[src/common/secv_pkg.sv]
// Shared sizes, memory opcodes, function-unit and bus bundles for the data-memory path
package secv_pkg;

    // Data width of the core
    localparam int XLEN = 64;

    // Word address width on the data bus, 256 words
    localparam int ADR_WIDTH = 8;

    // One select bit per byte lane
    localparam int SEL_WIDTH = XLEN / 8;

    // Memory opcodes
    // Codes 11 to 15 are left undefined and complete with an error
    typedef enum logic [3:0] {
        MEM_OP_LB  = 4'd0,
        MEM_OP_LH  = 4'd1,
        MEM_OP_LW  = 4'd2,
        MEM_OP_LD  = 4'd3,
        MEM_OP_LBU = 4'd4,
        MEM_OP_LHU = 4'd5,
        MEM_OP_LWU = 4'd6,
        MEM_OP_SB  = 4'd7,
        MEM_OP_SH  = 4'd8,
        MEM_OP_SW  = 4'd9,
        MEM_OP_SD  = 4'd10
    } mem_op_t;

    // Request into a function unit
    typedef struct packed {
        logic              ena;
        mem_op_t           op;
        logic [XLEN-1:0]   src1;
        logic [XLEN-1:0]   src2;
    } funit_in_t;

    // Completion out of a function unit
    typedef struct packed {
        logic              rdy;
        logic              err;
        logic [XLEN-1:0]   res;
        logic              res_wb;
    } funit_out_t;

    // Request as seen at the top level
    typedef struct packed {
        mem_op_t           op;
        logic [XLEN-1:0]   addr;
        logic [XLEN-1:0]   wdata;
    } mem_req_t;

    // Wishbone classic, master to slave
    typedef struct packed {
        logic                  cyc;
        logic                  stb;
        logic                  we;
        logic [SEL_WIDTH-1:0]  sel;
        logic [ADR_WIDTH-1:0]  adr;
        logic [XLEN-1:0]       dat;
    } wb_m2s_t;

    // Idle completion, nothing to report
    function automatic funit_out_t funit_out_default();
        funit_out_t r;
        r.rdy    = 1'b0;
        r.err    = 1'b0;
        r.res    = '0;
        r.res_wb = 1'b0;
        return r;
    endfunction

    // Sign extension of a byte
    function automatic logic [XLEN-1:0] sext8(logic [7:0] v);
        return {{(XLEN-8){v[7]}}, v};
    endfunction

    // Sign extension of a half word
    function automatic logic [XLEN-1:0] sext16(logic [15:0] v);
        return {{(XLEN-16){v[15]}}, v};
    endfunction

    // Sign extension of a word
    function automatic logic [XLEN-1:0] sext32(logic [31:0] v);
        return {{(XLEN-32){v[31]}}, v};
    endfunction

endpackage

[src/source/mem_issue.sv]
// Issue stage, holds one memory request steady until the unit is ready and registers the result
module mem_issue (
    input  logic                  clk_i,
    input  logic                  rst_i,

    // Request side
    input  logic                  req_valid_i,
    input  secv_pkg::mem_req_t    req_i,
    output logic                  busy_o,

    // Function unit side
    output secv_pkg::funit_in_t   fu_o,
    input  secv_pkg::funit_out_t  fu_res_i,

    // Registered completion
    output secv_pkg::funit_out_t  res_o
);
    import secv_pkg::*;

    logic        busy_q;
    logic        res_rdy_q;
    mem_req_t    hold_q;
    funit_out_t  res_q;
    logic        accept;
    logic        done;

    // Only one request in flight
    assign accept = req_valid_i && !busy_q;
    assign done   = busy_q && fu_res_i.rdy;

    always_ff @(posedge clk_i) begin
        if (rst_i) begin
            busy_q    <= 1'b0;
            res_rdy_q <= 1'b0;
        end else begin
            res_rdy_q <= done;
            if (accept) begin
                busy_q <= 1'b1;
            end else if (done) begin
                busy_q <= 1'b0;
            end
        end
    end

    // Request and result payload
    always_ff @(posedge clk_i) begin
        if (accept) begin
            hold_q <= req_i;
        end
        if (done) begin
            res_q <= fu_res_i;
        end
    end

    always_comb begin
        fu_o.ena  = busy_q;
        fu_o.op   = hold_q.op;
        fu_o.src1 = hold_q.addr;
        fu_o.src2 = hold_q.wdata;
    end

    // rdy is a single-cycle pulse, the rest is held
    always_comb begin
        res_o     = res_q;
        res_o.rdy = res_rdy_q;
    end

    assign busy_o = busy_q;

    // Request must not move until the unit answers
    assert property (@(posedge clk_i) disable iff (rst_i)
        fu_o.ena && !fu_res_i.rdy |=> fu_o.ena && $stable(fu_o))
        else $error("mem_issue: request changed before completion");

    // One completion per request
    assert property (@(posedge clk_i) disable iff (rst_i)
        res_o.rdy |=> !res_o.rdy)
        else $error("mem_issue: result pulse longer than one cycle");

endmodule

[config.mk]
export PLATFORM = sky130hd
export DESIGN_NAME = mem_issue
export DESIGN_NICKNAME = d
export VERILOG_FILES = /design/src/common/secv_pkg.sv /design/src/source/mem_issue.sv
export SDC_FILE = /design/constraint.sdc
export NUM_CORES = 1
export LEC_CHECK = 0
export BUFFER_PORTS_ARGS = -buffer_cell sky130_fd_sc_hd__clkbuf_2
export CORE_AREA = 2 2 156 158
export CTS_CLUSTER_DIAMETER = 30
export DETAILED_ROUTE_END_ITERATION = 8
export DIE_AREA = 0 0 158 160
export PLACE_DENSITY = 0.68
export SYNTH_ARGS = -nofsm -noshare
export SYNTH_HDL_FRONTEND = slang
export SYNTH_SLANG_ARGS = --single-unit
[constraint.sdc]
create_clock -name clk_i -period 2.8 [get_ports clk_i]
set_clock_uncertainty 0.15 [all_clocks]
set_input_delay 0.84 -clock clk_i [delete_from_list [all_inputs] [get_ports clk_i]]
set_output_delay 0.84 -clock clk_i [all_outputs]
set_load 0.005 [all_outputs]
==> flow_summary.ini <==
[run_status]
status = finished clean

[sta]
min_period_over_period_pct = 70.35
setup_viol = 0
fmaxAchievable_mhz = 507.7
fin_tns_setup_ns = 0
slew_violations = 0
hold_violations = 0
period_needed_ns = 1.970
rsz0062_at_grt = no
slew_headroom_pct = 72.54
worstMarginPinSlew_ns = 0.4119
whs_ns = 0.4224

[floorplanning]
pin_count = 403
dieArea_sq_mm = 0.02528
core-area_sq_mm = 0.02382
die_w_um = 158
row_count = 57
initial_core_util_pct = 25.38
die_h_um = 160

[power_and_ir_drop]
leakage_uw = 0.003890
netSwitchingFraction_pct = 21.26
p_sw_uw = 1356
power.total_uw = 6376
power_density_mw_per_mm2 = 700.4
clkPwrFrac_pct = 38.4
share_comb_of_total_power_pct = 6.4
seq_power_share_pct = 55.2
intPower_uw = 5020
peakVddDrop_v = 0.0003472

[global_routing]
met3_usage_pct = 6.676
overflow = 0
busiest_layer = met2
use_met1_pct = 12.20
grt_max_degree = 74
grt_pass1_wl_um = 22020
grt_usage_pct = 12.17
antenna_found_initial = 3
met2_usage_pct = 21.88
first_global_vias = 3876

[critical_path]
crit_chain = clkbuf_2
worstPathRequired_ns = 1.81
critical_path_class = reg2out
start_kind = register
endpoint_kind = primary output
path_buf_inv = 1
critPathMaxStageDelay_ns = 0.41
cp.arrival_ns = 0.98
worstPathMaxFanout = 1
crit_family = flip-flops
crit_slowest_cell = edfxtp_1

[clock_tree]
root_buffer = clkbuf_16
cts_tree = built
hold_buffers = 0
htree_levels = 4
cts_buffer_depth = 2
path_clk_slew_ns = 0.07
post-cts-setup-buffer-count = 0
clk_latency_ns = 0.42
cts_made_buffers = 17
cts_resized = 0
clock-sinks = 200

[layout]
seq_area_sq_mm = 0.005986
multi_input_area_sq_um = 46.29
post-route-util_pct = 38.22
design_area_sq_mm = 0.009104
synthToLayoutAreaGrowth_pct = 50.58
drive_gt1_share_pct = 68.69
nNetsFinal = 833
antenna_cells = 0
fillers = 2271

[route]
vias = 3683
dr.pass1.iters = 4
wl_per_cell_um = 16.35
viasPerCell = 3.813
wl_um = 15790
detail-route-antenna-nets = 0
route.detailed.drc = 0
drt_iter0_markers = 141

[place]
place_congestion = 0.7631
numPortBuffers = 402
postPlaceCellArea_sq_mm = 0.008512
hpwl_um = 12590

[synth]
synth_common_cells = 198 x edfxtp_1, 2 x buf_4, 2 x dfxtp_1
synth_ff_type = edfxtp_1
yosysMostFrequentCell = edfxtp_1
netlist.area_leader.share_pct = 98.34
ys_top_cells_by_area = edfxtp_1 98%, dfxtp_1 0.66%, buf_4 0.25%
syn_avg_cell_area_sq_um = 29.21
syn_inst = 207
yosysWarnings = 0
ys_types = 8
netlist_area_sq_mm = 0.006046
synth_edf_count = 198
ys_seq_elements = 200
synth_seq_area_share_pct = 99.01
yosys.area.top_type = edfxtp_1
synth.net_count = 409
synthArstFlopShare_pct = 0

[run]
max_cap_viol_count = 0

[worst_hold_path]
hp-class = reg2reg
-- registers in the layout, indices dropped and copies added (netlist names) --
signal,cells
busy_o,1
fu_o,132
res_o,66
res_rdy_q,1
-- kinds of logic (layout without fill, tap and decap cells) --
logic type	Yosys count	in the layout	synth area share, %
flip-flops	200	200	99.01
AND/OR/NAND/NOR	5	5	0.7450
buffers and inverters	2	437	0.2483
-- area by class of cell --
type	instances	share of cell area [%]
flip-flops and latches	200	65.75
repair buffers	407	22.79
clock buffers	17	4.673
well taps	324	4.453
clock inverters	13	1.828
multi-input cells	5	0.5085
-- cells in the final DEF (no fill, tap or decap), types with 2 or more instances in the layout --
cell,count
clkinv_4,4
buf_12,2
dfxtp_1,2
buf_4,3
edfxtp_1,198
clkbuf_2,402
inv_8,2
clkinvlp_4,2
inv_6,2
bufinv_16,2
clkbuf_16,17
-- power by group through the flow --
stage / Clock [uW] / Combinational, uW / Sequential [uW]
2_1_floorplan: 0 / 59.9 / 3610
3_3_place_gp: 0 / 410 / 3580
3_5_place_dp: 0 / 417 / 3590
4_1_cts: 2540 / 417 / 3520
5_1_grt: 2640 / 450 / 3540
6_report: 2450 / 405 / 3520
-- routing by layer --
layer	up-vias	part of all wire, %
met2	257	52
met1	1733	33
met4	2	0.92
met5	-	0.082
met3	13	14
li1	1678	-
-- per-stage QoR --
| step | setup slack (ns) | cells |
|---|---|---|
| final | 0.8301 | 966 |
| after global routing | 0.7775 | 966 |
| after CTS | 0.8031 | 966 |
| after detailed placement | 0.7717 | 936 |
| after global placement | 0.7811 | 936 |
| after floorplan | 0.2956 | 207 |
-- worst paths after layout --
| check | startpoint | slack [ns] | cells after the start | end |
|---|---|---|---|---|
| worst min-delay path | busy_o$_SDFFE_PP0P_ | 0.42 | 2 | busy_o$_SDFFE_PP0P_ |
| worst max-delay path | res_o[44]$_DFFE_PP_ | 0.83 | 1 | res_o[44] |
| worst min register to register | busy_o$_SDFFE_PP0P_ | 0.42 | 2 | busy_o$_SDFFE_PP0P_ |
| worst max register to register | busy_o$_SDFFE_PP0P_ | 1.26 | 2 | fu_o[86]$_DFFE_PP_ |
Power figures use the tool's default switching activity.
