[config.mk]
export PLATFORM = sky130hd
export DESIGN_NAME = mem
export DESIGN_NICKNAME = d
export VERILOG_FILES = /design/src/common/secv_pkg.sv /design/src/mem/mem.sv
export SDC_FILE = /design/constraint.sdc
export NUM_CORES = 1
export LEC_CHECK = 0
export ABC_CLOCK_PERIOD_IN_PS = 2500
export BUFFER_PORTS_ARGS = -buffer_cell sky130_fd_sc_hd__buf_2
export CORE_AREA = 2 2 136 138
export DETAILED_ROUTE_END_ITERATION = 6
export DIE_AREA = 0 0 138 140
export PLACE_DENSITY = 0.49
export SYNTH_ARGS = -nofsm -noshare
export SYNTH_HDL_FRONTEND = slang
export SYNTH_SLANG_ARGS = --single-unit
[constraint.sdc]
create_clock -name vclk -period 2.5
set_input_delay 0.625 -clock vclk [all_inputs]
set_output_delay 0.625 -clock vclk [all_outputs]
set_load 0.02 [all_outputs]
[src/common/secv_pkg.sv]
// Shared sizes, memory opcodes, function-unit and bus bundles for the data-memory path
package secv_pkg;

    // Data width of the core
    localparam int XLEN = 64;

    // Word address width on the data bus, 256 words
    localparam int ADR_WIDTH = 8;

    // One select bit per byte lane
    localparam int SEL_WIDTH = XLEN / 8;

    // Memory opcodes
    // Codes 11 to 15 are left undefined and complete with an error
    typedef enum logic [3:0] {
        MEM_OP_LB  = 4'd0,
        MEM_OP_LH  = 4'd1,
        MEM_OP_LW  = 4'd2,
        MEM_OP_LD  = 4'd3,
        MEM_OP_LBU = 4'd4,
        MEM_OP_LHU = 4'd5,
        MEM_OP_LWU = 4'd6,
        MEM_OP_SB  = 4'd7,
        MEM_OP_SH  = 4'd8,
        MEM_OP_SW  = 4'd9,
        MEM_OP_SD  = 4'd10
    } mem_op_t;

    // Request into a function unit
    typedef struct packed {
        logic              ena;
        mem_op_t           op;
        logic [XLEN-1:0]   src1;
        logic [XLEN-1:0]   src2;
    } funit_in_t;

    // Completion out of a function unit
    typedef struct packed {
        logic              rdy;
        logic              err;
        logic [XLEN-1:0]   res;
        logic              res_wb;
    } funit_out_t;

    // Request as seen at the top level
    typedef struct packed {
        mem_op_t           op;
        logic [XLEN-1:0]   addr;
        logic [XLEN-1:0]   wdata;
    } mem_req_t;

    // Wishbone classic, master to slave
    typedef struct packed {
        logic                  cyc;
        logic                  stb;
        logic                  we;
        logic [SEL_WIDTH-1:0]  sel;
        logic [ADR_WIDTH-1:0]  adr;
        logic [XLEN-1:0]       dat;
    } wb_m2s_t;

    // Idle completion, nothing to report
    function automatic funit_out_t funit_out_default();
        funit_out_t r;
        r.rdy    = 1'b0;
        r.err    = 1'b0;
        r.res    = '0;
        r.res_wb = 1'b0;
        return r;
    endfunction

    // Sign extension of a byte
    function automatic logic [XLEN-1:0] sext8(logic [7:0] v);
        return {{(XLEN-8){v[7]}}, v};
    endfunction

    // Sign extension of a half word
    function automatic logic [XLEN-1:0] sext16(logic [15:0] v);
        return {{(XLEN-16){v[15]}}, v};
    endfunction

    // Sign extension of a word
    function automatic logic [XLEN-1:0] sext32(logic [31:0] v);
        return {{(XLEN-32){v[31]}}, v};
    endfunction

endpackage

[src/mem/mem.sv]
// Memory function unit, turns one request into a Wishbone classic cycle and extends the load data
module mem (
    // Function unit side
    input  secv_pkg::funit_in_t              fu_i,
    output secv_pkg::funit_out_t             fu_o,

    // Data memory bus
    output secv_pkg::wb_m2s_t                dmem_o,
    input  logic [secv_pkg::XLEN-1:0]        dmem_dat_i,
    input  logic                             dmem_ack_i
);
    import secv_pkg::*;

    logic [XLEN-1:0] load_dat;
    logic            load;
    logic            err;

    // Bus strobes, lane selects and store data
    always_comb begin
        dmem_o     = '0;
        load_dat   = '0;
        load       = 1'b0;
        err        = 1'b0;

        if (fu_i.ena) begin
            dmem_o.cyc = 1'b1;
            dmem_o.stb = 1'b1;
            dmem_o.adr = fu_i.src1[ADR_WIDTH-1:0];

            unique case (fu_i.op)
                // Sign-extending loads
                MEM_OP_LB: begin
                    load_dat   = sext8(dmem_dat_i[7:0]);
                    dmem_o.sel = 8'h01;
                    load       = 1'b1;
                end

                MEM_OP_LH: begin
                    load_dat   = sext16(dmem_dat_i[15:0]);
                    dmem_o.sel = 8'h03;
                    load       = 1'b1;
                end

                MEM_OP_LW: begin
                    load_dat   = sext32(dmem_dat_i[31:0]);
                    dmem_o.sel = 8'h0f;
                    load       = 1'b1;
                end

                MEM_OP_LD: begin
                    load_dat   = dmem_dat_i;
                    dmem_o.sel = 8'hff;
                    load       = 1'b1;
                end

                // Zero-extending loads
                MEM_OP_LBU: begin
                    load_dat   = XLEN'(dmem_dat_i[7:0]);
                    dmem_o.sel = 8'h01;
                    load       = 1'b1;
                end

                MEM_OP_LHU: begin
                    load_dat   = XLEN'(dmem_dat_i[15:0]);
                    dmem_o.sel = 8'h03;
                    load       = 1'b1;
                end

                MEM_OP_LWU: begin
                    load_dat   = XLEN'(dmem_dat_i[31:0]);
                    dmem_o.sel = 8'h0f;
                    load       = 1'b1;
                end

                // Stores, always into the low lanes
                MEM_OP_SB: begin
                    dmem_o.dat = XLEN'(fu_i.src2[7:0]);
                    dmem_o.sel = 8'h01;
                    dmem_o.we  = 1'b1;
                end

                MEM_OP_SH: begin
                    dmem_o.dat = XLEN'(fu_i.src2[15:0]);
                    dmem_o.sel = 8'h03;
                    dmem_o.we  = 1'b1;
                end

                MEM_OP_SW: begin
                    dmem_o.dat = XLEN'(fu_i.src2[31:0]);
                    dmem_o.sel = 8'h0f;
                    dmem_o.we  = 1'b1;
                end

                MEM_OP_SD: begin
                    dmem_o.dat = fu_i.src2;
                    dmem_o.sel = 8'hff;
                    dmem_o.we  = 1'b1;
                end

                // Undefined code, no lanes, finish at once
                default: begin
                    err = 1'b1;
                end
            endcase
        end
    end

    // Completion back to the issue stage
    always_comb begin
        fu_o = funit_out_default();

        if (fu_i.ena) begin
            fu_o.rdy    = err || dmem_ack_i;
            fu_o.err    = err;
            fu_o.res    = load_dat;
            fu_o.res_wb = load && !err;
        end
    end

    // No bus strobe without an active request
    always_comb begin
        assert final (!dmem_o.stb || fu_i.ena)
            else $error("mem: stb high without an active request");
    end

endmodule

==> results.md <==
- Avg WL per Cell: 16.26 µm
- Most common cell after layout, fill and taps aside: buf_2
- Clock Buffer Count: 0
- Crit Path Category: in -> out
- Worst Path Arrival: 1.89 ns
- Final Max Tran Viols: 0
- Via Count: 3315
- Hpwl dp: slightly above 10000 µm
- Vias/cell: ~4.0
- Data required time of the worst path: 1.88 ns
- Failing checks: negative setup slack
- Main area contributors after synthesis: and2_1, a21oi_1, a21oi_2
- Vias in the first global route: ~3000
- Placed insts: 807
- Share of cells above drive strength 1: 71.95%
- DRT iter0 DRCs: between 100 and 150
- Max-Cap Viols: 0
- # fillers: 1998
- Chip height: about 140 µm
- Starting Density: 10.30%
- Dpl ws: -0.1457 ns
- Num rows: between 40 and 50
- DR DRC count: 0
- Die footprint: 19320 µm²
- Most frequent cells in the layout: buf_2, and2_1, buf_4
- Setup violators final: 21
- Total grt overflow: 0
- Synth area leader: and2_1
- Pleak: 2.300 nW
- Status: complete, but fails checks
- Fin crit share: 100.6%
- Placed Area: 3628 µm²
- Tmin final: roughly 2.5 ns
- Core box area: ~18000 µm²
- Cells after Synth: 304
- Ys Warns: 0
- Tot GR Track Use: 11.77%
- GPL Wtd Cong: 0.7766
- Hold WC Path Type: in -> out
- P&R area growth vs syn: 148.1%
- CP max FO: 8
- Post-Syn Nets: roughly 500
- Seq/Total Area, Yosys: 0%
- Fin worst setup slack: -0.01389 ns
- Design area: 4544 µm²
- NumNets Final: 799
- Unique masters post-synth: 29
- Register area: 0 µm²
- IO Pins: 348
- Fin cells: 831
- Max Fclk: between 300 and 400 MHz
- Peak VDD IR: a little over 0.00006 V
- Initial antenna violation count: 9
- Crit path capture type: output port
- Initial DRT Pass Iterations: 4
- PnR Total Power: 0.5652 mW
- Worst hold stages: 3
- Detail Route Antenna Nets: 0
- Startpoint types: input pin
- Largest net degree at the start of global routing: 33
- I/O Buffers: 292
- First-pass GRT wire length: 18180 µm
- RSZ-0062 raised after global routing: yes
- Top cell type's share of synthesized area: 36.20%
- Die width: 138 µm
- Slew HR: between 80% and 90%
- Final count of hold timing violations: 0
- Total Wirelength: 13510 µm
- Mapped Avg Cell Area: ~6 µm²
- Slew @ Worst Pin: 0.2868 ns
- Seq cells: 0
- PD cells: 124.4 nW/µm²
- Synthesized area: 1832 µm²
## power breakdown
group / switching [mW] / total (mW) / internal [mW]
Sequential: 0 / 0 / 0
Combinational: 0.293 / 0.565 / 0.272
Clock: 0 / 0.000000161 / 0.000000161
## kinds of logic after synthesis
kind of cell,share of synthesized area [%]
xor gates and xnor gates,0.9565
buffers and inverters,11.82
muxes,0.5465
and+or+nand+nor,54.85
AOI/OAI and AO/OA,31.83
## routing by layer
layer	track usage (%)	share of wire (%)	wire (µm)
met1	13.50	38	5101
met2	23.42	54	7266
met5	0	0	0
met3	2.462	7.4	1004
met4	0.3759	1.0	138
## area by class of cell
class,instances,area (µm²),share of cell area [%]
Antenna cell,3,7.507,0.1652
Timing Repair Buffer,336,2391,52.62
Inverter,1,3.754,0.08260
Tap cell,229,286.5,6.305
Multi-Input combinational cell,262,1856,40.83
## worst max-delay path, stage by stage
cell	delay (ns)
buf_8	0.10
buf_8	0.13
nand3b_1	0.25
nor3b_4	0.23
buf_6	0.17
buf_6	0.13
and2_4	0.14
buf_6	0.11
## path summary, 6_finish.rpt
| path | start | endpoint |
|---|---|---|
| max | fu_i[130] | dmem_o[45] |
| min | fu_i[37] | dmem_o[37] |
## stage by stage
| step | utilization, % | TNS (ns) | hold WS [ns] |
|---|---|---|---|
| finish | 25.56 | -0.1660 | 1.558 |
| global route | 25.53 | -2.290 | 1.566 |
| CTS | 21.91 | -0.1642 | 1.552 |
| detailed placement | 20.41 | -7.915 | 1.568 |
| global placement | 20.41 | -7.622 | 1.568 |
| floorplan | - | 0 | 1.363 |
## cell usage after synthesis (2+ instances only)
cell type	instances
nor2_1	3
buf_6	2
nand2_1	3
buf_2	8
o21a_1	3
nand3b_1	3
nand3_1	24
a21boi_0	2
buf_4	9
o21ai_0	29
and3b_1	9
and2_1	106
a21oi_2	20
nor3b_1	2
a21oi_1	38
o21ai_1	5
clkbuf_1	21
nor2b_1	5
xnor2_1	2
## repair_timing
action | CTS | global route
hold buffers | 0 | 0
setup endpoints to repair | 98 | 107
gates cloned | 2 | 7
resized for setup | 74 | 151
buffers inserted | 1 | 11
endpoints found under the hold margin | 0 | 0
pin swaps | 1 | 37
No activity file was read; power rests on OpenSTA's default activity.
